## src/dcachePkg.sv

```systemverilog
`default_nettype none

package dcachePkg;

  // Data word and byte address, same width on processor and bus sides
  typedef logic [31:0] wordT;
  typedef logic [31:0] addrT;

  // One write enable per byte lane
  typedef logic [3:0] byteMaskT;

  // Word within a four-word line
  typedef logic [1:0] wordOffsetT;

  // Way 0 or way 1
  typedef logic wayT;

  // Memory stage request, 70 bits
  typedef struct packed {
    logic     read;
    logic     write;
    addrT     addr;
    wordT     wData;
    byteMaskT byteMask;
  } cpuReqT;

  // One word beat on the memory bus, 66 bits
  typedef struct packed {
    logic request;
    logic write;
    addrT addr;
    wordT wData;
  } busReqT;

endpackage

`default_nettype wire

```

## src/loadStoreData.sv

```systemverilog
`timescale 1ns/10ps
`default_nettype none

module loadStoreData (
  input  dcachePkg::cpuReqT cpuReq,
  input  dcachePkg::wordT   lineWord,
  output dcachePkg::wordT   rData,
  output dcachePkg::wordT   storeWord
);

  // Loads are whole words, the processor picks its bytes
  assign rData = lineWord;

  // Byte lanes with the mask bit set come from the store data
  always_comb begin
    for (int b = 0; b < 4; b++) begin
      if (cpuReq.byteMask[b]) begin
        storeWord[8*b +: 8] = cpuReq.wData[8*b +: 8];
      end else begin
        storeWord[8*b +: 8] = lineWord[8*b +: 8];
      end
    end
  end

endmodule

`default_nettype wire

```

## config.mk

```make
export PLATFORM = sky130hd
export DESIGN_NAME = loadStoreData
export DESIGN_NICKNAME = d
export VERILOG_FILES = /design/src/dcachePkg.sv /design/src/loadStoreData.sv
export SDC_FILE = /design/constraint.sdc
export NUM_CORES = 1
export LEC_CHECK = 0
export BUFFER_PORTS_ARGS = -buffer_cell sky130_fd_sc_hd__buf_2
export CAP_MARGIN = 40
export CORE_AREA = 2 2 64 66
export DETAILED_ROUTE_END_ITERATION = 8
export DIE_AREA = 0 0 66 68
export PLACE_DENSITY = 0.76
export SLEW_MARGIN = 20
export SYNTH_ARGS = -nofsm -noshare
export SYNTH_HDL_FRONTEND = slang
export SYNTH_SLANG_ARGS = --single-unit
```

## constraint.sdc

```tcl
create_clock -name vclk -period 0.8
set_input_delay 0.12 -clock vclk [all_inputs]
set_output_delay 0.12 -clock vclk [all_outputs]
set_load 0.02 [all_outputs]
```

# Word-level counts from Yosys, hierarchy flattened
# Cells that the tools add are included.
[word_totals]
ff_bits = 0
latchBits = 0
mem_bits_rw = 0
rom_bits = 0
out_inout_bits = 64
word_cells = 4
mem_count = 0
[op_classes]
addsub = 0
mul = 0
div_mod_pow = 0
n_lt_le_gt_ge = 0
n_eq_ne = 0
shift = 0
muxes = 4
n_bitwise = 0
n_reduce_logical = 0
[op_table]
columns = ["cell", "count"]
rows = [
  ["8-bit 2-to-1 mux", 4],
]

# Longest topological paths before layout
[depth]
word_depth = 1
ltp_mapped = 2
depth_no_buf = 1

# Worst setup path after synthesis
# Ideal clock, no wire load.
[synth_timing]
path_kind = "input port to output port"
from = "input port cpuReq[0] in the netlist's numbering"
to = "output port storeWord[0]"
arrival_ns = 0.583
slack_ns = 0.097
stages = 2
path_cell_list = "buf_6 -> mux2_4"
[synth_between]
elab_chain_len = 1
[synth_rtl]
columns = ["item", "line_no", "text"]
rows = [
  ["start: declaration", "loadStoreData.sv:5", "input dcachePkg::cpuReqT cpuReq,"],
  ["8-bit 2-to-1 mux", "loadStoreData.sv:17", "if (cpuReq.byteMask[b]) begin"],
  ["end: declaration", "loadStoreData.sv:8", "output dcachePkg::wordT storeWord"],
]
# No other way between the ends.

# Final worst setup path
[layout_timing]
from = "input port cpuReq[2] in the netlist's numbering"
to = "output port storeWord[20]"
# The elaborated chain is that of the path after synthesis.

==> load_flow_metrics.sql <==
INSERT INTO impl_metrics (metric_group, metric, value, unit) VALUES
('pwr', 'power.switching_fraction', '0.447', ''),
('critical_path', 'critical_path_sink_type', 'output pin', ''),
('critical_path', 'critical_path.startpoint', 'cpuReq[2]', ''),
('layout', 'utilization_after_layout', '0.380', ''),
('critical_path', 'slowest_cp_cell', 'mux2_4', ''),
('clocking', 'cts.repair.resized', '80', ''),
('floorplan', 'boundaryPins', '166', ''),
('synthesis', 'syn_area', '766', 'µm²'),
('floorplan', 'die_w', '66', 'µm'),
('layout', 'seq_area', '0', 'µm²'),
('pwr', 'power_frac_seq', '0', ''),
('critical_path', 'worst-endpoint-required', '0.68', 'ns'),
('layout', 'layout.clock_buffers', '0', ''),
('critical_path', 'startpoint_type', 'input pin', ''),
('detailed_routing', 'first_iter_violations', '1', ''),
('critical_path', 'timing_worst_setup_path_type', 'input pin to output pin', ''),
('layout', 'layout-drive-gt1-share', '1.00', ''),
('hold_path', 'min_path_cells', '2', ''),
('detailed_routing', 'post_drt_wl_per_cell', '11.1', 'µm'),
('synthesis', 'synth_fp_nets', '170', ''),
('detailed_routing', 'drcViolationCount', '0', ''),
('synthesis', 'netlist_instances', '68', ''),
('detailed_routing', 'avgViaCountPerCell', '3.90', ''),
('critical_path', 'arrival', '0.68', 'ns'),
('timing', 'finalSetupViolCount', '0', ''),
('timing', 'final-max-slew-violation-count', '0', ''),
('critical_path', 'worstPathMaxFanout', '8', ''),
('pwr', 'cell_internal_pwr', '625', 'µW'),
('critical_path', 'cp_top_family', 'multiplexers', ''),
('place', 'io_buffer_count', '132', ''),
('floorplan', 'die_area', '4490', 'µm²'),
('pwr', 'power.leakage', '0.000872', 'µW'),
('floorplan', 'dieHeight', '68', 'µm'),
('synthesis', 'number_of_warning_messages_in_the_yosys_log', '0', ''),
('critical_path', 'timing.critical_path.cells', 'buf_12, mux2_4, buf_6', ''),
('synthesis', 'synth_largest_type_area_fraction', '0.627', ''),
('synthesis', 'synthDominantAreaCellType', 'mux2_4', ''),
('pwr', 'p_clk_frac', '0', ''),
('synthesis', 'synth-seq-area-share', '0', ''),
('pwr', 'power_density', '772', 'nW/µm²'),
('synthesis', 'post_synth_main_area_contributors', 'mux2_4 63%, buf_4 31%, buf_6 5.9%', ''),
('clocking', 'cts_hold_buffers', '0', ''),
('job', 'timing.max_cap.violations', '0', ''),
('layout', 'design.final.nets', '268', ''),
('hold_path', 'worstHoldPathType', 'input pin to output pin', ''),
('place', 'detailedPlacementHpwl', '2110', 'µm'),
('place', 'gpl.final_weighted_congestion', '0.744', ''),
('critical_path', 'buffer_and_inverter_count_on_the_worst_path', '2', ''),
('timing', 'post-route-period-util', '0.995', ''),
('detailed_routing', 'via_count', '835', ''),
('timing', 'final_hold_vios', '0', ''),
('layout', 'most-common-layout-cells', '96 x buf_2, 32 x mux2_4, 32 x buf_6', ''),
('floorplan', 'rows', '23', ''),
('synthesis', 'synthesis.area_per_instance', '11.3', 'µm²'),
('pwr', 'power_frac_comb', '1.000', ''),
('timing', 'max_slew_margin', '0.923', ''),
('synthesis', 'synth_cell_types', '3', ''),
('floorplan', 'floorplan.initialDensity', '0.199', ''),
('hold_path', 'min_delay_worst_endpoint', 'rData[25]', ''),
('layout', 'layout_commonest_cell', 'buf_2', ''),
('grt', 'grt_first_pass_wirelength', '3070', 'µm'),
('detailed_routing', 'routed_wl', '2370', 'µm'),
('floorplan', 'design.core.area', '3860', 'µm²'),
('clocking', 'post_cts.repair.setup_buffers', '0', ''),
('layout', 'ffs_latches', '0', ''),
('grt', 'largest_net_degree_at_the_start_of_global_routing', '9', ''),
('timing', 'min_period', '0.796', 'ns'),
('hold_path', 'min-delay-start', 'lineWord[25]', ''),
('detailed_routing', 'ant_nets', '0', ''),
('timing', 'rsz_0062_raised_after_global_routing', 'yes', ''),
('timing', 'final.hold.worst_slack', '0.475', 'ns'),
('grt', 'grt_remaining_overflow', '0', ''),
('detailed_routing', 'drt_pass1_iterations', '2', ''),
('layout', 'syn2layout_area_growth', '91.2', '%'),
('pwr', 'p_switching', '505', 'µW'),
('outcome', 'outcome', 'complete, no violations', ''),
('timing', 'transition_time_at_the_pin_with_the_least_slew_margin', '0.116', 'ns'),
('timing', 'max_freq', '1260', 'MHz'),
('critical_path', 'timing.critical_path.slowest_cell_delay', '0.30', 'ns'),
('grt', 'antenna_found_initial', '0', ''),
('pwr', 'max-vdd-ir-drop', '0.353', 'mV'),
('layout', 'antenna_cells', '0', ''),
('grt', 'vias_in_the_first_global_route', '753', ''),
('grt', 'grt_util_all_layers', '0.0860', '');
==> power by group through the flow <==
stage,logic (µW),clock network [µW],registers [µW]
finish,1130,0,0
global route,1200,0,0
CTS,1140,0,0
detailed placement,929,0,0
global placement,916,0,0
floorplan,683,0,0
==> layout make-up <==
type                       count  area [µm²]
multi-input combinational     32         480
tap                           50        62.6
timing repair buffer         132         921
fill                         388        2390
==> synthesized netlist by cell type <==
cell type	instances
buf_6	4
mux2_4	32
buf_4	32
==> worst max path at each step <==
| stage | cells past startpoint | to |
|---|---|---|
| CTS | 3 | storeWord[20] |
| global placement | 3 | storeWord[8] |
| finish | 3 | storeWord[20] |
| global route | 3 | storeWord[20] |
| floorplan | 2 | storeWord[0] |
| detailed placement | 3 | storeWord[1] |
==> through the flow <==
step	cells	instance area, µm²	worst slack [ns]	total power [µW]	setup TNS, ns
2_1_floorplan	68	766	0.0966	683	0
4_1_cts	214	1460	-0.00347	1140	-0.00347
5_1_grt	214	1460	-0.00728	1200	-0.0328
6_report	214	1460	0.00366	1130	0
3_3_place_gp	214	1200	-0.168	916	-4.94
3_5_place_dp	214	1200	-0.180	929	-5.27
==> per-layer routing <==
layer	vias to the layer above	share of wire	global-route usage
met2	85	0.59	0.212
met5	-	0	0
li1	395	-	-
met4	0	0	0
met3	0	0.15	0.0164
met1	355	0.26	0.0693
==> cells by family (layout without fill, tap and decap cells) <==
kind of cell	Yosys count	count (layout)	share of synthesized area
buf+inv	36	132	0.373
mux	32	32	0.627
(Power assumes the default switching activity.)
