===== config.mk =====
export PLATFORM = sky130hd
export DESIGN_NAME = wayLookup
export DESIGN_NICKNAME = d
export VERILOG_FILES = /design/src/dcachePkg.sv /design/src/wayLookup.sv
export SDC_FILE = /design/constraint.sdc
export NUM_CORES = 1
export LEC_CHECK = 0
export BUFFER_PORTS_ARGS = -buffer_cell sky130_fd_sc_hd__buf_2
export CAP_MARGIN = 20
export CORE_MARGIN = 2
export CORE_UTILIZATION = 27
export CTS_CLUSTER_SIZE = 8
export DETAILED_ROUTE_END_ITERATION = 8
export PLACE_DENSITY = 0.77
export SETUP_SLACK_MARGIN = 0.2
export SLEW_MARGIN = 20
export SYNTH_ARGS = -nofsm -noshare
export SYNTH_HDL_FRONTEND = slang
export SYNTH_SLANG_ARGS = --single-unit

===== constraint.sdc =====
create_clock -name clk -period 1.2 [get_ports clk]
set_input_delay 0.12 -clock clk [delete_from_list [all_inputs] [get_ports clk]]
set_output_delay 0.12 -clock clk [all_outputs]
set_load 0.02 [all_outputs]

===== src/dcachePkg.sv =====
`default_nettype none

package dcachePkg;

  // Data word and byte address, same width on processor and bus sides
  typedef logic [31:0] wordT;
  typedef logic [31:0] addrT;

  // One write enable per byte lane
  typedef logic [3:0] byteMaskT;

  // Word within a four-word line
  typedef logic [1:0] wordOffsetT;

  // Way 0 or way 1
  typedef logic wayT;

  // Memory stage request, 70 bits
  typedef struct packed {
    logic     read;
    logic     write;
    addrT     addr;
    wordT     wData;
    byteMaskT byteMask;
  } cpuReqT;

  // One word beat on the memory bus, 66 bits
  typedef struct packed {
    logic request;
    logic write;
    addrT addr;
    wordT wData;
  } busReqT;

endpackage

`default_nettype wire


===== src/wayLookup.sv =====
`timescale 1ns/10ps
`default_nettype none

module wayLookup #(
  parameter int setCount = 16,
  localparam int tagWidth = 28 - $clog2(setCount)
) (
  input  logic                     clk,
  input  logic                     reset,
  input  dcachePkg::cpuReqT        cpuReq,
  input  logic [1:0][tagWidth-1:0] wayTag,
  input  logic [1:0]               wayValid,
  input  logic [1:0]               wayDirty,
  input  logic                     lru,
  output logic                     hit,
  output logic                     victimDirty,
  output dcachePkg::wayT           hitWay,
  output dcachePkg::wayT           victimWay,
  output logic [tagWidth-1:0]      victimTag
);
  import dcachePkg::*;

  logic [tagWidth-1:0] reqTag;
  logic [1:0]          wayMatch;
  logic                requestActive;
  logic                missPending;
  wayT                 freshVictim;
  wayT                 heldVictim;

  // Tag sits above the set index and the 16-byte line offset
  assign reqTag = cpuReq.addr[31 -: tagWidth];
  assign requestActive = cpuReq.read | cpuReq.write;

  // Only valid ways can match
  assign wayMatch[0] = wayValid[0] & (wayTag[0] == reqTag);
  assign wayMatch[1] = wayValid[1] & (wayTag[1] == reqTag);
  assign hit = |wayMatch;
  assign hitWay = wayMatch[1];

  always_comb begin
    if (!requestActive && wayDirty[0]) begin
      // No request means the flush walk, which wants a dirty way
      freshVictim = 1'b0;
    end else if (!requestActive && wayDirty[1]) begin
      freshVictim = 1'b1;
    end else if (!wayValid[0]) begin
      freshVictim = 1'b0;
    end else if (!wayValid[1]) begin
      freshVictim = 1'b1;
    end else begin
      freshVictim = lru;
    end
  end

  // Victim is frozen from the first miss cycle until the request hits
  always_ff @(posedge clk, posedge reset) begin
    if (reset) begin
      missPending <= 1'b0;
    end else begin
      missPending <= requestActive & ~hit;
    end
  end

  always_ff @(posedge clk) begin
    if (!missPending) begin
      heldVictim <= freshVictim;
    end
  end

  assign victimWay = missPending ? heldVictim : freshVictim;
  assign victimDirty = wayDirty[victimWay];
  assign victimTag = wayTag[victimWay];

endmodule

`default_nettype wire


# --- Yosys cells after proc, flatten, opt, wreduce, memory -nomap -nowiden ---
# Cells that the tools add are included.
totals:
  regBits: 2
  wordCells: 23
classes:
  magnitude_cmp: 1
  eq_ne: 2
  n_mux: 9
  n_bitwise: 5
  reduce_logical: 4
ops:
  columns: ["operator", "count"]
  rows:
  - ["equality test 24 bit", 2]
  - ["two-way mux 24 bit", 2]
  - ["two-way mux 1 bit", 7]
  - ["AND 1 bit", 3]
  - ["logical AND 1 bit", 2]
  - ["less-than comparator 1 x 2 -> 1 bit, second input constant", 1]
  - ["OR reduction 2 bit", 1]
  - ["zero test 1 bit", 1]
  - ["NOT 1 bit", 1]
  - ["bitwise OR 1 bit", 1]

# --- Logic depth before layout (Yosys ltp) ---
logic_depth:
  depth_word: 8
  depth_mapped: 7
  ltp_nobuf: 5

# --- Least setup slack after synthesis ---
# OpenSTA, ideal clock, no wires.
synth_timing:
  path_kind: "input-to-output"
  startpoint: "input port wayTag[30] (netlist name)"
  endpoint: "output port hit"
  arrival_ps: 1467
  t_required_ps: 1080
  setup_slack_ps: -387
  path_stages: 5
  path_cell_list: "xor2_1 nor4_1 nand3_1 nor4_2 a31o_1"
synth_between:
  elab_chain_len: 3
synth_rtl:
  columns: ["element", "line", "text"]
  rows:
  - ["start: declaration", "wayLookup.sv:11", "input logic [1:0][tagWidth-1:0] wayTag,"]
  - ["equality test 24 bit", "wayLookup.sv:36", "assign wayMatch[1] = wayValid[1] & (wayTag[1] == reqTag);"]
  - ["AND 1 bit", "wayLookup.sv:36", null]
  - ["net hitWay", "wayLookup.sv:17", "output dcachePkg::wayT hitWay,"]
  - ["OR reduction 2 bit", "wayLookup.sv:37", "assign hit = |wayMatch;"]
  - ["end: declaration", "wayLookup.sv:15", "output logic hit,"]
# The timed path passes the listed nets, and every way through them passes these cells.

# --- Final worst setup path ---
layout_timing:
  startpoint: "register missPending"
  endpoint: "output port victimTag[8]"
layout_between:
  elab_chain_len: 3
layout_rtl:
  columns: ["element", "line", "text"]
  rows:
  - ["start: declaration", "wayLookup.sv:26", "logic missPending;"]
  - ["start signal: assignment", "wayLookup.sv:60", "missPending <= requestActive & ~hit;"]
  - ["two-way mux 1 bit", null, null]
  - ["two-way mux 24 bit (not written as such) (2 in a row)", "wayLookup.sv:72", "assign victimTag = wayTag[victimWay];"]
  - ["end: declaration", "wayLookup.sv:19", "output logic [tagWidth-1:0] victimTag"]
# No other way between the ends. The select of a mux whose other input is x is not followed.

==> results.yml <==
clocking:
  h-tree-depth: 1
  cts_tree: "yes"
  clk_path_buf_depth: 2
  clk_latency_ps: 210
  cts.sinks: 2
  numCtsBuffers: 3
  path_clk_slew_ps: 30
  cts_root_buf: "clkbuf_8"
timing:
  maxSlewViolCount: 0
  max_slew_margin_pct: 73.67
  worst_slack_ps: -549.9
  setup_viol: 28
  min_period_ps: 1750
  hold_viol_final: 0
  whs_ps: 302.9
  finalCritPeriodShare_pct: 145.8
  max_freq_mhz: 571.5
  rsz0062_at_grt: "true"
  final.setup_skew_ps: 2.802
  worst_pin_slew_ps: 393.6
yosys:
  ys_warn_count: 0
  synth_flop_cell: "dfxtp_1"
  syn-cell-area_um2: 1040
  synthTopCellsByCount: "xnor2_1 (26), xor2_1 (22), mux2_4 (19)"
  async_flop_share_pct: 50.00
  yosysUniqueCellTypes: 22
  synth-seq-cells: 2
  yosys-top-cells-area: "mux2_4 (27%), xnor2_1 (22%), xor2_1 (19%)"
  synth.most_common_cell: "xnor2_1"
  seq_area_frac_synth_pct: 4.332
  synth_top_cell_area_share_pct: 27.44
  syn_area_per_cell_um2: 9.902
  synthCells: 105
  synthesis.nets: 230
  synth_edf_count: 0
  yosys.area.top_type: "mux2_4"
job:
  cap_violations: 0
grt:
  grt_first_pass_wirelength_um: 5561
  antenna_found_initial: 0
  grt_pass1_vias: 1299
  track_usage_pct: 16.81
  grt_max_degree: 8
  grt_overflow: 0
finish:
  layout-area-overhead-vs-synth_pct: 118.2
  multi_input_area_um2: 1015
  regArea_um2: 45.04
  insertedDiodeCount: 0
  drive_gt1_share_pct: 71.66
  fillerInstances: 311
  nets: 373
  postLayoutCoreUtil_pct: 61.50
floorplanning:
  ioPinCount: 153
  start_util_pct: 28.19
  core-area_um2: 3689
  die-area_um2: 4363
  fp.dieW_um: 66.06
  core.rowCount: 22
  die_h_um: 66.06
worst_setup_path:
  cp-end-kind: "output pin"
  crit_fanout: 7
  critPathKind: "register to output pin"
  crit_path_start_kind: "register"
  timing.rr.end: "heldVictim"
  reg2reg_slack_ps: 150
  crit_arrival_ps: 1630
  cp.required_ps: 1080
  r2r-start: "missPending"
  r2r_cells: 4
placed_design:
  gp_congestion: 0.7832
  io_buffers: 108
  hpwl_um: 3155
route:
  vias: 1325
  vias_per_cell: 4.492
  routed_wl_um: 3958
  wl_per_cell_um: 13.42
  drtIter0Drc: 12
  firstDrtPassIters: 3
  antenna_left: 0
  drcViolationCount: 0
pwr:
  ir_drop_v: 0.0002843
  pwr_density_cell_nw_per_um2: 730.9
  leakagePower_nw: 1.126
status:
  violations: "setup timing"
  outcome: "finished with violations"
min_path:
  hold_path_class: "input port to async pin"
## report_power, final
part / switching (mW) / total [mW] / leakage, nW / internal [mW]
Sequential: 0.00243 / 0.0767 / 0.0186 / 0.0742
Combinational: 0.533 / 1.30 / 1.09 / 0.768
Clock: 0.0550 / 0.280 / 0.0228 / 0.225
Total: 0.590 / 1.66 / 1.13 / 1.07
## per-layer routing
layer / track usage [%] / vias to the layer above / part of all wire [%] / routed length (µm)
li1: - / 658 / - / -
met2: 31.19 / 68 / 52 / 2056
met4: 5.612 / 0 / 1.2 / 46
met3: 1.363 / 6 / 7.1 / 282
met5: 0 / - / 0 / 0
met1: 20.16 / 593 / 40 / 1572
## cells in the final DEF (no fill, tap or decap)
| cell | instances |
|---|---|
| nor3_1 | 3 |
| dfxtp_1 | 1 |
| o21ai_1 | 1 |
| nor2_4 | 1 |
| buf_6 | 34 |
| a311oi_1 | 1 |
| clkbuf_8 | 3 |
| nor2_1 | 1 |
| buf_8 | 2 |
| nor4_4 | 2 |
| nand4_1 | 6 |
| a21o_2 | 1 |
| nor4_2 | 2 |
| nand3_2 | 1 |
| nor4_1 | 1 |
| clkbuf_1 | 1 |
| a31o_1 | 1 |
| buf_4 | 25 |
| a221oi_2 | 1 |
| nand2_1 | 1 |
| dlygate4sd3_1 | 1 |
| buf_16 | 2 |
| xor2_1 | 21 |
| xnor2_1 | 26 |
| dfrtp_1 | 1 |
| xor2_2 | 1 |
| inv_1 | 2 |
| nand3_1 | 2 |
| mux2_4 | 25 |
| buf_2 | 74 |
| buf_12 | 3 |
## timing repair
item                                   in CTS  in global routing
setup endpoints to repair                  30                 30
setup buffers                               5                  1
gates resized for setup                    30                 47
gates cloned                                2                  0
endpoints found under the hold margin       1                  0
pin swaps                                   9                  1
hold buffers                                1                  0
## worst max path at each step
stage                    endpoint  cells after the start  slack [ps]   startpoint
floorplan                     hit                      5        -250   wayTag[29]
global placement              hit                      7        -480   wayTag[36]
detailed placement            hit                      7        -470   wayTag[36]
CTS                 victimTag[11]                      6        -560  missPending
global route         victimTag[8]                      6        -610  missPending
finish               victimTag[8]                      6        -550  missPending
## critical path: stages (launching register included)
cell	delay (ps)
dfrtp_1	380
a221oi_2	170
a21o_2	180
buf_12	120
buf_12	120
mux2_4	310
buf_6	130
## through the flow
| stage | instances | setup WS (ps) | TNS (ps) | area, µm² | total power [mW] |
|---|---|---|---|---|---|
| floorplan | 105 | -250.0 | -4351 | 1077 | 0.6828 |
| finish | 295 | -549.9 | -14200 | 2268 | 1.658 |
| global route | 295 | -609.5 | -16250 | 2268 | 1.748 |
| detailed placement | 282 | -468.7 | -11970 | 1832 | 1.059 |
| CTS | 294 | -563.6 | -14510 | 2101 | 1.517 |
| global placement | 282 | -476.2 | -11350 | 1832 | 1.045 |
## kinds of logic after synthesis
family | share of synthesized area, %
AO/OA/AOI/OAI | 3.731
XOR/XNOR | 40.43
buffers and inverters | 5.656
flip-flops | 4.332
multiplexers | 33.93
AND/OR/NAND/NOR | 11.91
## registers in the layout, indices dropped and copies added (netlist names)
name / count
missPending: 1
heldVictim: 1
## area by class of cell
cell class | count | area share, %
inverter | 2 | 0.3309
sequential | 2 | 1.986
clock buffer | 4 | 1.986
timing repair buffer | 141 | 48.32
tap | 48 | 2.648
multi-input combinational | 98 | 44.73
(Power assumes the default switching activity.)
