File: config.mk
export PLATFORM = sky130hd
export DESIGN_NAME = lineStore
export DESIGN_NICKNAME = d
export VERILOG_FILES = /design/src/dcachePkg.sv /design/src/lineStore.sv
export SDC_FILE = /design/constraint.sdc
export NUM_CORES = 2
export LEC_CHECK = 0
export BUFFER_PORTS_ARGS = -buffer_cell sky130_fd_sc_hd__buf_2
export CORE_ASPECT_RATIO = 0.5
export CORE_UTILIZATION = 31
export DETAILED_ROUTE_END_ITERATION = 12
export GPL_TIMING_DRIVEN = 0
export PLACE_DENSITY = 0.56
export SLEW_MARGIN = 20
export SYNTH_ARGS = -nofsm -noshare
export SYNTH_HDL_FRONTEND = slang
export SYNTH_MEMORY_MAX_BITS = 65536
export SYNTH_SLANG_ARGS = --single-unit
File: constraint.sdc
create_clock -name clk -period 3.4 [get_ports clk]
set_input_delay 0.17 -clock clk [delete_from_list [all_inputs] [get_ports clk]]
set_output_delay 0.17 -clock clk [all_outputs]
set_load 0.005 [all_outputs]
File: src/dcachePkg.sv
`default_nettype none

package dcachePkg;

  // Data word and byte address, same width on processor and bus sides
  typedef logic [31:0] wordT;
  typedef logic [31:0] addrT;

  // One write enable per byte lane
  typedef logic [3:0] byteMaskT;

  // Word within a four-word line
  typedef logic [1:0] wordOffsetT;

  // Way 0 or way 1
  typedef logic wayT;

  // Memory stage request, 70 bits
  typedef struct packed {
    logic     read;
    logic     write;
    addrT     addr;
    wordT     wData;
    byteMaskT byteMask;
  } cpuReqT;

  // One word beat on the memory bus, 66 bits
  typedef struct packed {
    logic request;
    logic write;
    addrT addr;
    wordT wData;
  } busReqT;

endpackage

`default_nettype wire

File: src/lineStore.sv
`timescale 1ns/10ps
`default_nettype none

module lineStore #(
  parameter int setCount = 16,
  localparam int indexWidth = $clog2(setCount),
  localparam int tagWidth = 28 - indexWidth
) (
  input  logic                     clk,
  input  logic                     reset,
  input  logic                     wordWe,
  input  logic                     fillSelect,
  input  logic                     setDirty,
  input  logic                     clearDirty,
  input  logic                     touchLru,
  input  dcachePkg::wayT           writeWay,
  input  logic [indexWidth-1:0]    setIndex,
  input  dcachePkg::wordOffsetT    wordOffset,
  input  dcachePkg::wordT          storeWord,
  input  dcachePkg::wordT          busRData,
  input  logic [tagWidth-1:0]      fillTag,
  output logic [1:0][tagWidth-1:0] wayTag,
  output logic [1:0]               wayValid,
  output logic [1:0]               wayDirty,
  output logic                     lru,
  output dcachePkg::wordT [1:0]    wayWord
);
  import dcachePkg::*;

  wordT                     dataMem [2][setCount][4];
  logic [tagWidth-1:0]      tagMem [2][setCount];
  logic [1:0][setCount-1:0] validBits;
  logic [1:0][setCount-1:0] dirtyBits;
  logic [setCount-1:0]      lruBits;
  logic                     lineFill;

  // Final refill beat, recognized by the clean mark on a bus write
  assign lineFill = wordWe & fillSelect & clearDirty;

  always_ff @(posedge clk) begin
    if (wordWe) begin
      dataMem[writeWay][setIndex][wordOffset] <= fillSelect ? busRData : storeWord;
    end
    if (lineFill) begin
      tagMem[writeWay][setIndex] <= fillTag;
    end
  end

  always_ff @(posedge clk, posedge reset) begin
    if (reset) begin
      validBits <= '0;
      dirtyBits <= '0;
      lruBits <= '0;
    end else begin
      if (lineFill) begin
        validBits[writeWay][setIndex] <= 1'b1;
      end
      if (setDirty) begin
        dirtyBits[writeWay][setIndex] <= 1'b1;
      end else if (clearDirty) begin
        dirtyBits[writeWay][setIndex] <= 1'b0;
      end
      // LRU points at the way that was not used
      if (touchLru) begin
        lruBits[setIndex] <= ~writeWay;
      end
    end
  end

  // Read ports follow setIndex and wordOffset with no delay
  always_comb begin
    for (int w = 0; w < 2; w++) begin
      wayTag[w] = tagMem[w][setIndex];
      wayValid[w] = validBits[w][setIndex];
      wayDirty[w] = dirtyBits[w][setIndex];
      wayWord[w] = dataMem[w][setIndex][wordOffset];
    end
  end

  assign lru = lruBits[setIndex];

endmodule

`default_nettype wire

# --- Word-level counts from Yosys, hierarchy flattened ---
# Memory sizes are Yosys's and may differ from the RTL's.
# Cells that the tools add are included.
totals:
  mem_bits_rw: 4864
  reg_bits: 80
  mem_count: 2
  output_inout_bits: 117
  elab_cells: 75
memory_table:
  columns: ["name", "depth", "width", "read_ports", "rd_clocked_by_memory_dff", "wr", "line_no", "text"]
  rows:
  - ["dataMem", 2, 2048, 2, 0, 1, "lineStore.sv:30", "wordT dataMem [2][setCount][4];"]
  - ["tagMem", 2, 384, 2, 0, 1, "lineStore.sv:31", "logic [tagWidth-1:0] tagMem [2][setCount];"]
op_classes:
  order_cmp: 8
  muxes: 46
  n_bitwise: 9
  reduce_logical: 5
ops:
  columns: ["cell", "n"]
  rows:
  - ["$mux 2048", 1]
  - ["$bmux 128 s4", 2]
  - ["$mux 128", 5]
  - ["$demux 128 s4", 1]
  - ["$mux 384", 1]
  - ["$mux 32", 8]
  - ["$bmux 24 s4", 2]
  - ["$bmux 32 s2", 2]
  - ["$mux 24", 5]
  - ["$demux 24 s4", 1]
  - ["$demux 32 s2", 1]
  - ["$or 32x32->32", 2]
  - ["$and 32x32->32", 1]
  - ["$not 32->32", 1]
  - ["$bmux 1 s4", 5]
  - ["$bwmux 16", 1]
  - ["$demux 16 s1", 1]
  - ["$mux 16", 1]
  - ["$mux 1", 8]
  - ["$ge 5x5->1 const B", 1]
  - ["$lt 4x5->1 const B", 1]
  - ["$lt 5x1->1 const B", 1]
  - ["$not 4->5", 1]
  - ["$demux 1 s4", 1]
  - ["10 further kinds", 14]

# --- Logic depth before layout (Yosys ltp) ---
depth:
  ltp_word: 10
  mapped_depth: 10

# --- Least setup slack after synthesis ---
# Ideal clock, no wire load.
synth_timing:
  path_type: "input to register"
  startpoint: "in setIndex[1]"
  endpoint: "mem dataMem[1][576] in the netlist's numbering (enable)"
  arrival_time_ps: 2953
  setup_time_ps: 421
  n_path_buf: 5
  required_ps: 2979
  slack_ps: 25
  stages: 7
  path_cell_list: "buf_2 > buf_2 > buf_1 > buf_1 > nand3_1 > clkbuf_1 > nor2_1"
synth_between:
  elab_chain_cells: 6
  word_cells_on_any_way: 7
synth_rtl:
  columns: ["item", "line_no", "text"]
  rows:
  - ["start, declared", "lineStore.sv:17", "input logic [indexWidth-1:0] setIndex,"]
  - ["$not 4->5 *", "lineStore.sv:42", "dataMem[writeWay][setIndex][wordOffset] <= fillSelect ? busRData : storeWord;"]
  - ["$ge 5x5->1 (implied by the code) or $lt 5x1->1 (tied branches)", "lineStore.sv:42", null]
  - ["$logic_and 1x1->1 (implied by the code)", "lineStore.sv:42", null]
  - ["$mux 128", "lineStore.sv:42", null]
  - ["$demux 128 s4 *", "lineStore.sv:42", null]
  - ["$mux 2048 *", "lineStore.sv:42", null]
  - ["end, declared", "lineStore.sv:30", null]
# Mark *: on every way between the ends. The rest lies on a longest branch, timed or not.

# --- Worst setup path in the final report ---
layout_timing:
  startpoint: "in setIndex[3]"
  endpoint: "mem dataMem[0][621] in the netlist's numbering (enable)"
# The elaborated chain is that of the path after synthesis.

==> flow_metrics.tcl <==
set metrics [dict create \
    violations "negative setup slack" \
    pre_cts_ws_ns -2.184 \
    cts_made_buffers 460 \
    firstDrtPassIters 5 \
    drt-total-wl_um 532500 \
    critPathMaxFanout 20 \
    setup_viol 144 \
    ios 219 \
    leakage_uw 0.06887 \
    synthMuxAreaShare_pct 15.93 \
    core-area_um2 599800 \
    cp-start-kind "input port" \
    final_common_cell "edfxtp_1" \
    dp_hpwl_um 357200 \
    final_max_slew_viol_count 0 \
    placedInstanceArea_um2 205600 \
    wire_per_inst_um 30.59 \
    clockBufferDepth 4 \
    insertion_delay_ns 1.02 \
    initial_core_util_pct 31.14 \
    die_area_um2 605900 \
    cts_tree "built" \
    worstMarginPinSlew_ns 1.095 \
    ys_seq_elements 4944 \
    overflow 0 \
    drt_iter0_markers 11300 \
    total_power_uw 128800 \
    portBuffers 212 \
    synth_compound_area_share_pct 2.857 \
    met3WireLength_um 37060 \
    outcome "finished, violations left" \
    synth_simple_gate_area_share_pct 0.8580 \
    std_cell_rows 201 \
    grt_pass1_wl_um 734500 \
    synthXorXnorAreaFrac_pct 0 \
    rsz0062_at_grt "true" \
    finalClockSkew_ns 0 \
    synth_top_cell_area_share_pct 78.19 \
    fill_cells 53530 \
    routed_via_density 5.224 \
    r2r_slack_ns 2.09 \
    synthAdderAreaFrac_pct 0 \
    power_density_nw_per_um2 572.2 \
    detail-route-antenna-nets 0 \
    fin_crit_sh_pct 102.1 \
    synth_cells 7903 \
    most-common-layout-cells "edfxtp_1, mux4_2, clkbuf_16" \
    crit_required_ns 4.12 \
    hold_class "in2reg" \
    synth_cell_types 26 \
    yosysTopAreaCell "edfxtp_1" \
    place.gp.congestion 0.7903 \
    numClockSinks 4944 \
    grt_max_degree 129 \
    timing.fmax_mhz 288.1 \
    met1_length_um 219200 \
    wl_met2_um 261300 \
    path_clk_slew_ns 0.06 \
    grt_pass1_vias 90820 \
    antenna_found_initial 40 \
    arrival_ns 4.19 \
    drc 0 \
    die_x_um 1100 \
    syn_avg_cell_area_um2 23.64 \
    nets 9056 \
    fin_crit_ns 3.471 \
    maxSlewHeadroom_pct 26.75 \
    final_area_um2 225000 \
    vdd_drop_max_v 0.0004365 \
    syn_to_final_growth_pct 20.45 \
    synth_area_leaders "edfxtp_1, mux4_2, a22oi_1, dfrtp_1, a21oi_1" \
    regArea_um2 148100 \
    synth_top_family_by_area "multiplexers" \
    yosysWarnings 0 \
    drive_gt1_share_pct 36.51 \
    fin_ws_ns -0.07079 \
    whs_ns 0.03416 \
    vias 90910 \
    end_kind "register" \
    die_h_um 550.9 \
    drv_cap 0 \
    h-tree-depth 5 \
    hold_viol 0 \
    syn-num-nets 8005 \
    grt_usage_pct 17.09 \
    highest_layer "met5" \
    netlist_area_um2 186800 \
    path_class "in2reg" \
    ys_seq_area_share_pct 79.26 \
    clock-root-buffer "clkbuf_16" \
    multi_input_area_um2 40320 \
]
-- worst max-delay path, cell delays in order --
cell	delay, ns
buf_2	0.21
buf_6	0.32
nor2b_1	0.20
clkbuf_4	0.34
clkbuf_4	0.32
buf_16	0.20
buf_2	0.34
nand3_1	0.50
clkbuf_2	0.45
buf_12	0.26
nor2_4	0.48
buf_12	0.26
-- synth_stat cells --
cell	count
o31ai_1	16
o21bai_1	1
a21oi_1	256
nand2b_1	2
nor2b_1	7
buf_6	7
mux2_2	64
or4_1	64
nand2_1	16
o21ai_0	16
nand4b_1	1
clkbuf_1	270
mux4_2	1289
a22oi_1	512
inv_1	2
buf_1	55
buf_4	15
and2_1	1
nor2_1	195
o21ai_1	1
nand3_1	8
dfrtp_1	80
buf_2	126
edfxtp_1	4864
nand4_1	2
or2_2	33
-- cell families (layout without fill, tap and decap cells) --
group	Yosys count	in the layout
mux	1353	1353
compound gates	802	802
flops	4944	4944
simple gates	329	329
other cells	0	35
buf+inv	475	1923
-- area by class of cell --
class / count / share of cell area [%]
Antenna cell: 35 / 0.03893
Tap cell: 8018 / 4.459
Clock buffer: 557 / 5.353
Inverter: 2 / 0.004449
Clock inverter: 302 / 1.380
Sequential cell: 4944 / 65.81
Timing Repair Buffer: 592 / 3.922
Buffer: 470 / 1.118
Multi-Input combinational cell: 2484 / 17.92
-- worst paths after layout --
kind / start / to / depth (start not counted)
worst min register to register: validBits[27] / validBits[27] / 1
max in group asynchronous: reset / validBits[0] / 5
min in group asynchronous: reset / validBits[24] / 4
worst max register to register: register / register / 2
worst min-delay path: busRData[29] / dataMem[0][1373] / 2
worst max-delay path: setIndex[3] / dataMem[0][621] / 12
-- power breakdown --
group	internal (uW)	switching, uW
clock	29600	23000
combinational	2990	5330
sequential	67700	136
-- state kept, by name (all words and copies together) (netlist names), named ones only --
signal,cells
dataMem,4096
tagMem,768
validBits,32
lruBits,16
-- repair_timing --
item,CTS,global route
pin swaps,72,25
hold buffers,117,0
endpoints found under the setup margin,3550,94
hold endpoints to repair,2256,0
setup buffers,11,0
resized for setup,612,69
-- routing by layer --
layer / up-vias / track usage [%]
li1: 36360 / -
met1: 50310 / 23.50
met2: 3530 / 28.54
met3: 693 / 2.479
met4: 16 / 4.708
met5: - / 0
-- through the flow --
| stage | cells | utilization [%] | TNS (ns) |
|---|---|---|---|
| after floorplan | 7903 | - | 0 |
| after CTS | 17370 | 37.46 | -1.351 |
| after global routing | 17380 | 37.50 | -0.8061 |
| after global placement | 16130 | 32.99 | - |
| final | 17400 | 37.51 | -2.917 |
| after detailed placement | 16380 | 34.28 | -6684.47 |
No activity file was read; power rests on OpenSTA's default activity.
