[src/dcachePkg.sv]
`default_nettype none

package dcachePkg;

  // Data word and byte address, same width on processor and bus sides
  typedef logic [31:0] wordT;
  typedef logic [31:0] addrT;

  // One write enable per byte lane
  typedef logic [3:0] byteMaskT;

  // Word within a four-word line
  typedef logic [1:0] wordOffsetT;

  // Way 0 or way 1
  typedef logic wayT;

  // Memory stage request, 70 bits
  typedef struct packed {
    logic     read;
    logic     write;
    addrT     addr;
    wordT     wData;
    byteMaskT byteMask;
  } cpuReqT;

  // One word beat on the memory bus, 66 bits
  typedef struct packed {
    logic request;
    logic write;
    addrT addr;
    wordT wData;
  } busReqT;

endpackage

`default_nettype wire

[src/dcacheController.sv]
`timescale 1ns/10ps
`default_nettype none

module dcacheController #(
  parameter int setCount = 16,
  localparam int indexWidth = $clog2(setCount),
  localparam int tagWidth = 28 - indexWidth
) (
  input  logic                   clk,
  input  logic                   reset,
  input  logic                   flush,
  input  logic                   hit,
  input  logic                   victimDirty,
  input  logic                   busReady,
  input  dcachePkg::cpuReqT      cpuReq,
  input  dcachePkg::wayT         victimWay,
  input  dcachePkg::wayT         hitWay,
  input  logic [tagWidth-1:0]    victimTag,
  input  logic [1:0]             wayDirty,
  input  dcachePkg::wordT        lineWord,
  output logic                   stall,
  output logic                   flushDone,
  output logic                   wordWe,
  output logic                   fillSelect,
  output logic                   setDirty,
  output logic                   clearDirty,
  output logic                   touchLru,
  output dcachePkg::wayT         writeWay,
  output logic [indexWidth-1:0]  setIndex,
  output dcachePkg::wordOffsetT  wordOffset,
  output dcachePkg::busReqT      busReq
);
  import dcachePkg::*;

  typedef enum logic [2:0] {
    ready,
    writeBack,
    refill,
    flushScan,
    flushWrite
  } stateT;

  stateT                 state;
  stateT                 nextState;
  wordOffsetT            beatCount;
  logic [indexWidth-1:0] flushSet;
  logic                  requestActive;
  logic                  lastBeat;
  logic                  flushing;
  logic                  anyDirty;
  logic                  lastSet;

  assign requestActive = cpuReq.read | cpuReq.write;
  assign lastBeat = busReady & (beatCount == 2'd3);
  assign flushing = (state == flushScan) | (state == flushWrite);
  assign anyDirty = |wayDirty;
  assign lastSet = &flushSet;

  always_ff @(posedge clk, posedge reset) begin
    if (reset) begin
      state <= ready;
    end else begin
      state <= nextState;
    end
  end

  always_comb begin
    nextState = state;
    unique case (state)
      ready: begin
        if (requestActive && !hit) begin
          nextState = victimDirty ? writeBack : refill;
        end else if (flush && !flushDone) begin
          // flushDone guards against restarting while flush is still seen high
          nextState = flushScan;
        end
      end
      writeBack: begin
        if (lastBeat) begin
          nextState = refill;
        end
      end
      refill: begin
        if (lastBeat) begin
          nextState = ready;
        end
      end
      flushScan: begin
        if (anyDirty) begin
          nextState = flushWrite;
        end else if (lastSet) begin
          nextState = ready;
        end
      end
      flushWrite: begin
        // Back to the same set, the other way may be dirty too
        if (lastBeat) begin
          nextState = flushScan;
        end
      end
      default: nextState = ready;
    endcase
  end

  // Beat counter wraps after four words, so every burst starts at zero
  always_ff @(posedge clk, posedge reset) begin
    if (reset) begin
      beatCount <= '0;
    end else if (busReq.request && busReady) begin
      beatCount <= beatCount + 2'd1;
    end
  end

  // Flush walk moves on once a set has no dirty way left
  always_ff @(posedge clk, posedge reset) begin
    if (reset) begin
      flushSet <= '0;
    end else if (state == ready) begin
      flushSet <= '0;
    end else if (state == flushScan && !anyDirty) begin
      flushSet <= flushSet + 1'b1;
    end
  end

  always_ff @(posedge clk, posedge reset) begin
    if (reset) begin
      flushDone <= 1'b0;
    end else begin
      flushDone <= (state == flushScan) & ~anyDirty & lastSet;
    end
  end

  assign stall = (state != ready) | (requestActive & ~hit);
  assign setIndex = flushing ? flushSet : cpuReq.addr[4 +: indexWidth];
  assign wordOffset = (state == ready) ? cpuReq.addr[3:2] : beatCount;

  always_comb begin
    wordWe = 1'b0;
    fillSelect = 1'b0;
    setDirty = 1'b0;
    clearDirty = 1'b0;
    touchLru = 1'b0;
    writeWay = victimWay;
    busReq = '0;
    unique case (state)
      ready: begin
        // Hit path, store lands at the next edge
        writeWay = hitWay;
        touchLru = requestActive & hit;
        wordWe = cpuReq.write & hit;
        setDirty = cpuReq.write & hit;
      end
      writeBack, flushWrite: begin
        busReq.request = 1'b1;
        busReq.write = 1'b1;
        busReq.addr = {victimTag, setIndex, beatCount, 2'b00};
        busReq.wData = lineWord;
        clearDirty = (state == flushWrite) & lastBeat;
      end
      refill: begin
        busReq.request = 1'b1;
        busReq.addr = {cpuReq.addr[31:4], beatCount, 2'b00};
        wordWe = busReady;
        fillSelect = 1'b1;
        // Last beat also writes the tag and marks the line valid and clean
        clearDirty = lastBeat;
      end
      default: ;
    endcase
  end

endmodule

`default_nettype wire

[config.mk]
export PLATFORM = sky130hd
export DESIGN_NAME = dcacheController
export DESIGN_NICKNAME = d
export VERILOG_FILES = /design/src/dcachePkg.sv /design/src/dcacheController.sv
export SDC_FILE = /design/constraint.sdc
export NUM_CORES = 1
export LEC_CHECK = 0
export BUFFER_PORTS_ARGS = -buffer_cell sky130_fd_sc_hd__clkbuf_2
export CAP_MARGIN = 20
export CORE_AREA = 2 2 83 85
export CTS_BUF_LIST = sky130_fd_sc_hd__clkbuf_16
export CTS_CLUSTER_DIAMETER = 30
export DETAILED_ROUTE_END_ITERATION = 16
export DIE_AREA = 0 0 85 87
export GPL_ROUTABILITY_DRIVEN = 0
export SYNTH_ARGS = -nofsm -noshare
export SYNTH_HDL_FRONTEND = slang
export SYNTH_SLANG_ARGS = --single-unit
[constraint.sdc]
create_clock -name clk -period 2.6 [get_ports clk]
set_clock_uncertainty 0.2 [all_clocks]
set_input_delay 0.52 -clock clk [delete_from_list [all_inputs] [get_ports clk]]
set_output_delay 0.52 -clock clk [all_outputs]
set_load 0.005 [all_outputs]
# After elaboration in Yosys (flattened, before gate mapping)
# Cells that the tools add are included.
# totals
reg_bits	10
latchBits	0
ramBits	0
mem_bits_ro	0
input_bits	136
out_inout_bits	80
elab_cells	66
n_memories	0
# classes
add_sub_neg	2
mul	0
div_mod_pow	0
magnitude_cmp	0
eq_ne	10
shift	0
mux	23
bitwise_logic	12
n_reduce_logical	15
# op_table
operator	n
$pmux W32 S2	1
$mux W32	1
$mux W3	7
$pmux W3 S5	1
$mux W4	3
$and A1 B1 Y1	7
$eq A3 B2 Y1 const B	2
$mux W1	6
$ne A2 B2 Y1 const B	3
$ne A3 B3 Y1 const B	2
$reduce_and A5 Y1	1
$add A4 B1 Y4 const B	1
$logic_and A1 B1 Y1	4
$mux W2	2
$pmux W1 S2	2
$reduce_and A4 Y1	1
$reduce_or A2 Y1	2
$eq A3 B1 Y1 const B	1
$eq A3 B3 Y1 const B	1
$logic_not A1 Y1	3
$logic_not A3 Y1	1
$or A1 B1 Y1	3
$reduce_bool A3 Y1	1
$reduce_or A3 Y1	1
4 further kinds	5

# Depth between registers and ports, before layout
# Gate-level depths: netlist of the first run.
# depth
depth_word	5
mapped_depth	6
depth_no_buf	4

# Least setup slack after synthesis of the first run
# No wires, ideal clock.
# synth_timing
path_kind	reg-to-output
start	register state[1]
end	output port busReq[39] (netlist bit)
arrival_ns	1.455
required_time_ns	1.880
slack_ns	0.425
path_stages_with_launch	7
n_path_buf	2
path_cell_list	dfrtp_1 -> buf_4 -> nor2b_1 -> buf_4 -> mux2i_1 -> mux2_4 -> a22o_1
# synth_lines
element	line_no	source
start: declaration	dcacheController.sv:43	stateT state;
start signal: assignment	dcacheController.sv:61	state <= ready;
start signal: assignment	dcacheController.sv:63	state <= nextState;
end: declaration	dcacheController.sv:31	output dcachePkg::busReqT busReq

# Worst setup path in the final report of the first run
# layout_timing
start	register state[1]
end	output port wordOffset[1]
# layout_between
elab_chain_len	2
# layout_rtl
element	line_no	source
$logic_not A3 Y1	dcacheController.sv:135	assign wordOffset = (state == ready) ? cpuReq.addr[3:2] : beatCount;
$mux W2	dcacheController.sv:135	
end: declaration	dcacheController.sv:30	output dcachePkg::wordOffsetT wordOffset,
# Every way passes these cells.

==> impl_metrics.env, run 1 <==
export IMPL_status="completed"
export IMPL_layout_setup_ws_ns=0.171
export IMPL_synth_area_sq_um=1420
export IMPL_cts_max_level=1
export IMPL_synth_largest_area_cell="dfrtp_1"
export IMPL_numCtsBuffers=3
export IMPL_ys_warn_count=0
export IMPL_grt_overflow_total=0
export IMPL_rows=30
export IMPL_synth_area_leaders="dfrtp_1 18%, a22o_1 15%, and2_1 15%, mux2_1 4.8%, buf_6 4.0%"
export IMPL_critical_path_class="reg -> out"
export IMPL_clock_path_buffers=2
export IMPL_total_power_uw=2750
export IMPL_drtIter0Drc=46
export IMPL_die_area_sq_um=7400
export IMPL_p_leak_uw=0.00142
export IMPL_clkTransAtPathRegs_ns=0.04
export IMPL_timing_rr_end="state[1]$_DFFE_PP0P_"
export IMPL_wl_per_cell_um=14.0
export IMPL_vias=1912
export IMPL_avgSynthCellArea_sq_um=8.26
export IMPL_max_freq_mhz=412
export IMPL_arrival_ns=1.71
export IMPL_synthDominantCellAreaShare_pct=17.6
export IMPL_cts_tree="yes"
export IMPL_worstReg2RegStart="state[1]$_DFFE_PP0P_"
export IMPL_die_w_um=85
export IMPL_rsz0062_at_grt="false"
export IMPL_dp_hpwl_mm=5.19
export IMPL_cp_end_kind="primary output"
export IMPL_grt_pass1_vias=1681
export IMPL_start_kind="flip-flop"
export IMPL_drive_gt1_share_pct=57.4
export IMPL_nets=484
export IMPL_holdCritPathClass="in -> async"
export IMPL_first_pass_iters=4
export IMPL_fin_crit_sh_pct=93.4
export IMPL_grt_max_degree=37
export IMPL_rr_worst_depth=5
export IMPL_maxCapViolCount=0
export IMPL_grtUsageTotal_pct=14.8
export IMPL_final_max_slew_viol_count=0
export IMPL_ir_worst_vdd_v=0.000545
export IMPL_start_util_pct=21.6
export IMPL_io_buffers=175
export IMPL_vias_per_cell=4.49
export IMPL_ys_ff_latch=10
export IMPL_post_place_ws_ns=0.312
export IMPL_area_growth_pct=73.0
export IMPL_ant_nets=0
export IMPL_core_area_sq_um=6570
export IMPL_setup_viol=0
export IMPL_drc_errors=0
export IMPL_clock_sinks=10
export IMPL_grt_first_pass_wirelength_mm=8.63
export IMPL_io_pins=216
export IMPL_finalSetupTns_ns=0
export IMPL_path_max_fanout=10
export IMPL_final_hold_viol_count=0
export IMPL_reg2reg_setup_slack_ns=0.61
export IMPL_synth_cells=172
export IMPL_clock_tree_root_cell="clkbuf_16"
export IMPL_clk_latency_ns=0.24
export IMPL_p_per_area_nw_per_um2=1120
export IMPL_antenna_found_initial=4
export IMPL_cp_required_ns=1.88
export IMPL_period_minus_slack_ns=2.43
export IMPL_drt_total_wl_mm=5.95
export IMPL_fp_dieH_um=87
export IMPL_yosysSeqAreaShare_pct=17.6
export IMPL_ys_types=40
## cells in the final DEF, fill, tap and decap left out, drive strengths merged, types with 2 or more instances in the layout
| cell | n |
|---|---|
| clkbuf | 178 |
| and2 | 35 |
| a22o | 25 |
| buf | 12 |
| nand2 | 10 |
| dfrtp | 10 |
| nor2 | 7 |
| nor3 | 7 |
| mux2 | 7 |
| o21ai | 7 |
| nor2b | 6 |
| xnor2 | 3 |
| and3 | 3 |
| xor2 | 3 |
| o22ai | 3 |
| o311a | 3 |
| a22oi | 3 |
| nand2b | 2 |
| nand4 | 2 |
| mux2i | 2 |
| ha | 2 |
| conb | 2 |
| o21bai | 2 |
## metal layers
| layer | global-route usage [%] | wire, um | vias up |
|---|---|---|---|
| li1 | - | - | 966 |
| met1 | 18.1 | 2460 | 826 |
| met2 | 24.9 | 2650 | 110 |
| met3 | 6.64 | 793 | 6 |
| met4 | 1.73 | 17 | 4 |
| met5 | 0 | 30 | - |
## flip-flops by register name (all words and copies together), names as in the netlist
name,count
beatCount,2
state,3
flushDone,1
flushSet,4
## stage by stage
step | std cells | hold slack, ns | cell area, sq um | util, %
3_3_place_gp | 419 | 0.291 | 2340 | 35.7
2_1_floorplan | 173 | 0.160 | 1430 | -
5_1_grt | 425 | 0.0863 | 2460 | 37.4
6_report | 426 | 0.0381 | 2460 | 37.4
4_1_cts | 423 | 0.0533 | 2420 | 36.9
3_5_place_dp | 419 | 0.302 | 2340 | 35.7
## layout make-up
type | instances | area (sq um)
fill | 710 | 4110
multi-input combinational | 143 | 1040
timing repair buffer | 187 | 978
sequential | 10 | 251
tap | 80 | 100
clock buffer | 3 | 75.1
clock inverter | 1 | 3.75
inverter | 1 | 3.75
antenna | 1 | 2.50
## Yosys cell counts (all sizes together)
| library cell | number |
|---|---|
| and2 | 35 |
| a22o | 25 |
| buf | 17 |
| dfrtp | 10 |
| nand2 | 10 |
| mux2 | 7 |
| nor2 | 7 |
| nor3 | 7 |
| o21ai | 7 |
| nor2b | 6 |
| a22oi | 3 |
| and3 | 3 |
| o22ai | 3 |
| o311a | 3 |
| xnor2 | 3 |
| xor2 | 3 |
| clkbuf | 2 |
| ha | 2 |
| mux2i | 2 |
| nand2b | 2 |
| nand4 | 2 |
| o21bai | 2 |
| a211oi | 1 |
| a21o | 1 |
| a31o | 1 |
| conb | 1 |
| inv | 1 |
| nand3 | 1 |
| nand3b | 1 |
| nor3b | 1 |
| nor4b | 1 |
| o211a | 1 |
| o2bb2ai | 1 |
## cells by family after synthesis
| group | count (synthesis) | synth area share (%) |
|---|---|---|
| flops | 10 | 17.6 |
| fa+ha+maj | 2 | 1.76 |
| mux | 9 | 7.22 |
| simple gates | 76 | 31.8 |
| buf+inv | 20 | 10.0 |
| compound gates | 48 | 27.6 |
| other cells | 1 | 0.264 |
| xor+xnor | 6 | 3.70 |
## critical path, stage by stage, from the launching register on
cell and delay [ns]:
dfrtp_1 0.46, buf_4 0.22, nor3_4 0.20, buf_12 0.15, mux2_1 0.31, clkbuf_2 0.11
## worst max path at each step
stage | startpoint | end | cells past startpoint
finish | state[1]$_DFFE_PP0P_ | wordOffset[1] | 5
global route | state[1]$_DFFE_PP0P_ | busReq[42] | 5
CTS | state[2]$_DFFE_PP0P_ | busReq[35] | 5
detailed placement | state[2]$_DFFE_PP0P_ | busReq[35] | 5
global placement | state[2]$_DFFE_PP0P_ | busReq[35] | 5
floorplan | state[1]$_DFFE_PP0P_ | busReq[39] | 6
## where the power goes
group          internal (uW)  switching [uW]  total (uW)  leakage, uW
registers                204            89.9         293     0.000130
clock network            202            71.1         273    0.0000385
logic                   1150            1030        2180      0.00125
## repair_timing
action,in CTS,in global routing
setup endpoints to repair,0,7
setup buffers,0,2
resized for setup,0,2
hold buffers,0,0
Power figures use the tool's default switching activity.
==> inputs of run 2 (changes only) <==
Settings changed: BUFFER_PORTS_ARGS -buffer_cell sky130_fd_sc_hd__clkbuf_2 to unset, DONT_BUFFER_PORTS set to 1.
==> run 2 against run 1 <==
Register-to-register slack worse by 0.10 ns. Count of clock-buffer cells in the layout stayed put. Sequential power is 8.9% higher. Die area stayed put. Sequential share of layout area is 5.7 points higher. Hold slack better by 0.24 ns. Non-clock buffer count is 174 lower. First-iteration DRC count is 4.3% higher. Clock power is 4% lower. Power is 23% lower. Combinational power is 29% lower. Utilization is 13 points lower. Critical path type unchanged. Largest cell class unchanged. Largest power group unchanged.
==> impl_metrics.env, run 2 (same netlist as run 1, synthesis figures left out) <==
export IMPL_holdCritPathClass="in -> reg"
export IMPL_drc_errors=0
export IMPL_area_growth_pct=10.8
export IMPL_fp_dieH_um=87
export IMPL_status="completed"
export IMPL_mostFrequentLayoutCells="35 x and2_1, 25 x a22o_1, 12 x buf_4"
export IMPL_rr_worst_depth=5
export IMPL_io_pins=216
export IMPL_grt_overflow_total=0
export IMPL_period_minus_slack_ns=2.47
export IMPL_drtIter0Drc=48
export IMPL_grtUsageTotal_pct=14.4
export IMPL_mostFrequentLayoutCell="and2_1"
export IMPL_nets=310
export IMPL_start_kind="flip-flop"
export IMPL_grt_max_degree=37
export IMPL_wl_per_cell_um=22.6
export IMPL_rows=30
export IMPL_worstReg2RegStart="state[1]$_DFFE_PP0P_"
export IMPL_io_buffers=0
export IMPL_vias=1363
export IMPL_start_util_pct=21.6
export IMPL_setup_viol=0
export IMPL_path_max_fanout=11
export IMPL_timing_rr_end="state[0]$_DFFE_PP0P_"
export IMPL_hold_depth=2
export IMPL_critical_path_class="reg -> out"
export IMPL_vias_per_cell=5.43
export IMPL_grt_first_pass_wirelength_mm=7.89
export IMPL_layout_setup_ws_ns=0.127
export IMPL_reg_top3="flushSet x4, state x3, beatCount x2"
export IMPL_antenna_found_initial=3
export IMPL_reg2reg_setup_slack_ns=0.51
export IMPL_fin_crit_sh_pct=95.1
export IMPL_crit_buf_inv=0
export IMPL_arrival_ns=1.75
export IMPL_ir_worst_vdd_v=0.000664
export IMPL_finalSetupTns_ns=0
export IMPL_clkTransAtPathRegs_ns=0.04
export IMPL_ant_nets=0
export IMPL_first_pass_iters=4
export IMPL_path_cells="nor2b_1 -> mux2i_1 -> mux2_4 -> a22o_1"
export IMPL_drt_total_wl_mm=5.67
export IMPL_final_hold_viol_count=0
export IMPL_cpMaxStageDelayCell="dfrtp_1"
export IMPL_clock_tree_root_cell="clkbuf_16"
export IMPL_cp_end_kind="primary output"
export IMPL_maxCapViolCount=0
export IMPL_die_area_sq_um=7400
export IMPL_die_w_um=85
export IMPL_numCtsBuffers=3
export IMPL_clk_latency_ns=0.23
export IMPL_grt_pass1_vias=1290
export IMPL_largest_register="flushSet"
export IMPL_cp_required_ns=1.88
export IMPL_final_max_slew_viol_count=0
export IMPL_max_freq_mhz=404
export IMPL_drive_gt1_share_pct=12.9
export IMPL_post_place_ws_ns=0.341
export IMPL_fillCellCount=720
export IMPL_core_area_sq_um=6570
export IMPL_cts_tree="yes"
export IMPL_clock_sinks=10
export IMPL_cts_max_level=1
export IMPL_largest_reg_flops=4
export IMPL_startpoint="state[2]$_DFFE_PP0P_"
export IMPL_p_leak_uw=0.000668
export IMPL_path_depth=4
export IMPL_rsz0062_at_grt="false"
export IMPL_dp_hpwl_mm=4.94
export IMPL_slowest_delay_ns=0.63
export IMPL_p_per_area_nw_per_um2=1350
export IMPL_worstSetupEndpoint="busReq[39]"
export IMPL_clock_path_buffers=2
export IMPL_path_delay_family="flip-flops"
## run 2: layer usage
metal | vias up | track usage (%) | part of all wire [%]
li1 | 615 | - | -
met1 | 624 | 16.5 | 37
met2 | 114 | 22.4 | 44
met3 | 6 | 10.7 | 18
met4 | 4 | 1.30 | 0.30
met5 | - | 0 | 0.49
## run 2: worst min path at each step
stage,to,from,slack (ns)
floorplan,beatCount[0]$_DFFE_PP0P_,reset,0.16
global placement,beatCount[1]$_DFFE_PP0P_,reset,0.20
detailed placement,beatCount[1]$_DFFE_PP0P_,reset,0.21
CTS,beatCount[0]$_DFFE_PP0P_,busReady,0.27
global route,beatCount[0]$_DFFE_PP0P_,busReady,0.31
finish,beatCount[0]$_DFFE_PP0P_,busReady,0.28
## run 2: final cells by class
class	instances	area, sq um	share of cell area [%]
sequential	10	250	15.9
multi-input combinational	143	1040	66.2
tap	80	100	6.35
clock buffer	3	75.1	4.77
timing repair buffer	13	100	6.35
antenna	1	2.50	0.159
inverter	1	3.75	0.238
## run 2: repair_timing
action	4_1_cts	5_1_grt
setup endpoints to repair	0	2
hold buffers	1	0
hold endpoints to repair	10	0
buffers inserted	0	2
gates resized for setup	0	1
## run 2: stage by stage
| step | utilization, % | instances | power [uW] | cell area (sq um) | hold slack (ns) |
|---|---|---|---|---|---|
| 2_1_floorplan | - | 173 | 1640 | 1430 | 0.160 |
| 3_3_place_gp | 22.3 | 244 | 1800 | 1470 | 0.204 |
| 3_5_place_dp | 22.3 | 244 | 1840 | 1470 | 0.210 |
| 4_1_cts | 23.6 | 248 | 2120 | 1550 | 0.274 |
| 5_1_grt | 23.9 | 250 | 2320 | 1570 | 0.307 |
| 6_report | 24.0 | 251 | 2120 | 1580 | 0.277 |
## run 2: where the power goes
group	leakage [uW]	internal [uW]	switching [uW]
logic	0.000500	706	839
clock network	0.0000370	198	62.2
registers	0.000132	201	117
==> inputs of run 3 (changes only) <==
--- a/config.mk
+++ b/config.mk
@@ -15,2 +15,3 @@
 export GPL_ROUTABILITY_DRIVEN = 0
+export SLEW_MARGIN = 20
 export SYNTH_ARGS = -nofsm -noshare
==> constraint.sdc (replaced) <==
create_clock -name clk -period 2.6 [get_ports clk]
set_clock_uncertainty 0.2 [all_clocks]
set_input_delay 0.78 -clock clk [delete_from_list [all_inputs] [get_ports clk]]
set_output_delay 0.78 -clock clk [all_outputs]
set_load 0.1 [all_outputs]
==> run 3 against run 2 <==
The run now ends with negative setup slack left. Setup slack lost 0.26 ns. Die area is the same. Register-to-register slack gained 0.10 ns. Critical endpoint unchanged. Utilization grew 30 points. Hold slack lost 0.068 ns. Global-route usage grew 2.4 points. Sequential cell count is the same. Final cell count grew 35%.
==> impl_metrics.env, run 3 (same netlist as run 1, synthesis figures left out) <==
export IMPL_status="complete, but fails checks"
export IMPL_violations="negative setup slack"
export IMPL_cts_max_level=1
export IMPL_reg2reg_setup_slack_ns=0.61
export IMPL_ant_nets=0
export IMPL_first_pass_iters=4
export IMPL_area_growth_pct=147
export IMPL_drive_gt1_share_pct=74.5
export IMPL_reg_top3="flushSet x4, state x3, beatCount x2"
export IMPL_grt_first_pass_wirelength_mm=9.48
export IMPL_arrival_ns=1.75
export IMPL_grt_overflow_total=0
export IMPL_start_kind="flip-flop"
export IMPL_drtIter0Drc=39
export IMPL_cts_tree="yes"
export IMPL_clk_latency_ns=0.24
export IMPL_nets=399
export IMPL_path_max_fanout=6
export IMPL_setup_viol=69
export IMPL_fillCellCount=525
export IMPL_rsz0062_at_grt="true"
export IMPL_cp_end_kind="primary output"
export IMPL_clock_tree_root_cell="clkbuf_16"
export IMPL_fp_dieH_um=87
export IMPL_core_area_sq_um=6570
export IMPL_cpMaxStageDelayCell="dfrtp_2"
export IMPL_start_util_pct=21.6
export IMPL_maxCapViolCount=0
export IMPL_grtUsageTotal_pct=16.8
export IMPL_io_buffers=0
export IMPL_wl_per_cell_um=20.6
export IMPL_slowest_delay_ns=0.52
export IMPL_mostFrequentLayoutCells="65 x buf_12, 31 x and2_4, 24 x buf_4"
export IMPL_critical_path_class="reg -> out"
export IMPL_drc_errors=0
export IMPL_drt_total_wl_mm=7.01
export IMPL_clkTransAtPathRegs_ns=0.04
export IMPL_die_area_sq_um=7400
export IMPL_rows=30
export IMPL_largest_reg_flops=4
export IMPL_numCtsBuffers=3
export IMPL_period_minus_slack_ns=2.73
export IMPL_mostFrequentLayoutCell="buf_12"
export IMPL_holdCritPathClass="in -> async"
export IMPL_largest_register="flushSet"
export IMPL_cp_required_ns=1.62
export IMPL_path_delay_family="multiplexers"
export IMPL_crit_buf_inv=1
export IMPL_grt_max_degree=41
export IMPL_clock_sinks=10
export IMPL_clock_path_buffers=2
export IMPL_die_w_um=85
export IMPL_grt_pass1_vias=1665
export IMPL_dp_hpwl_mm=5.57
export IMPL_final_max_slew_viol_count=0
export IMPL_layout_setup_ws_ns=-0.133
export IMPL_vias_per_cell=5.00
export IMPL_vias=1699
export IMPL_finalSetupTns_ns=-5.59
export IMPL_io_pins=216
export IMPL_max_freq_mhz=366
export IMPL_fin_crit_sh_pct=105
export IMPL_final_hold_viol_count=0
export IMPL_antenna_found_initial=1
export IMPL_path_cells="mux2i_2 -> mux2_4 -> a22o_4 -> buf_12"
-- run 3: cell count changes in the layout (fill, tap and decap cells not counted), sizes merged --
cell,previous run,this run
buf,12,100
clkbuf,3,5
dlygate4sd3,1,0
-- run 3: area by class of cell --
class                           instances  area [sq um]  share of cell area (%)
Tap cell                               80           100                    2.85
Sequential cell                        10           253                    7.19
Timing Repair Buffer                  102          1670                    47.4
Multi-Input combinational cell        143          1410                    40.2
Antenna cell                            1          2.50                  0.0712
Clock buffer                            3          75.1                    2.14
Inverter                                1          3.75                   0.107
-- run 3: stage by stage --
stage | setup WS [ns] | cell area (sq um) | hold slack [ns] | utilization [%] | cells
finish | -0.133 | 3510 | 0.209 | 53.5 | 340
global route | -0.166 | 3510 | 0.239 | 53.4 | 339
CTS | -0.0913 | 3180 | 0.218 | 48.3 | 328
detailed placement | 0.0606 | 2990 | 0.336 | 45.5 | 319
global placement | 0.0711 | 2990 | 0.332 | 45.5 | 319
floorplan | -0.243 | 1590 | 0.282 | - | 173
-- run 3: path summary, 6_finish.rpt --
check | cells past startpoint | endpoint | startpoint
worst max register to register | 6 | state[0]$_DFFE_PP0P_ | state[0]$_DFFE_PP0P_
max in group asynchronous | 1 | state[2]$_DFFE_PP0P_ | reset
min in group clk | 1 | beatCount[0]$_DFFE_PP0P_ | beatCount[0]$_DFFE_PP0P_
worst min-delay path | 1 | flushDone$_DFF_PP0_ | reset
worst min register to register | 1 | beatCount[0]$_DFFE_PP0P_ | beatCount[0]$_DFFE_PP0P_
worst max-delay path | 4 | busReq[39] | state[0]$_DFFE_PP0P_
-- run 3: per-layer routing --
metal	share of wire (%)	global-route usage [%]	vias up
li1	-	-	792
met1	33	17.3	789
met2	51	29.0	115
met3	15	10.8	3
met4	0.58	3.32	0
met5	0	0	-
-- run 3: worst reg2reg max path, delay by kind of cell (launching register included) --
kind / cells / cell delay (ns)
AO/OA/AOI/OAI: 2 / 0.30
buffers and inverters: 2 / 0.32
flip-flops: 1 / 0.52
multiplexers: 1 / 0.33
AND/OR/NAND/NOR: 1 / 0.20
-- run 3: repair_timing --
action | 4_1_cts | 5_1_grt
hold buffers | 0 | 0
cloned | 0 | 3
buffers inserted | 6 | 8
pin swaps | 1 | 13
setup endpoints to repair | 74 | 73
resized for setup | 18 | 49
Power of run 3 is not shown: default switching activity piles up to over one toggle a cycle in this logic, so the estimate is an artifact.
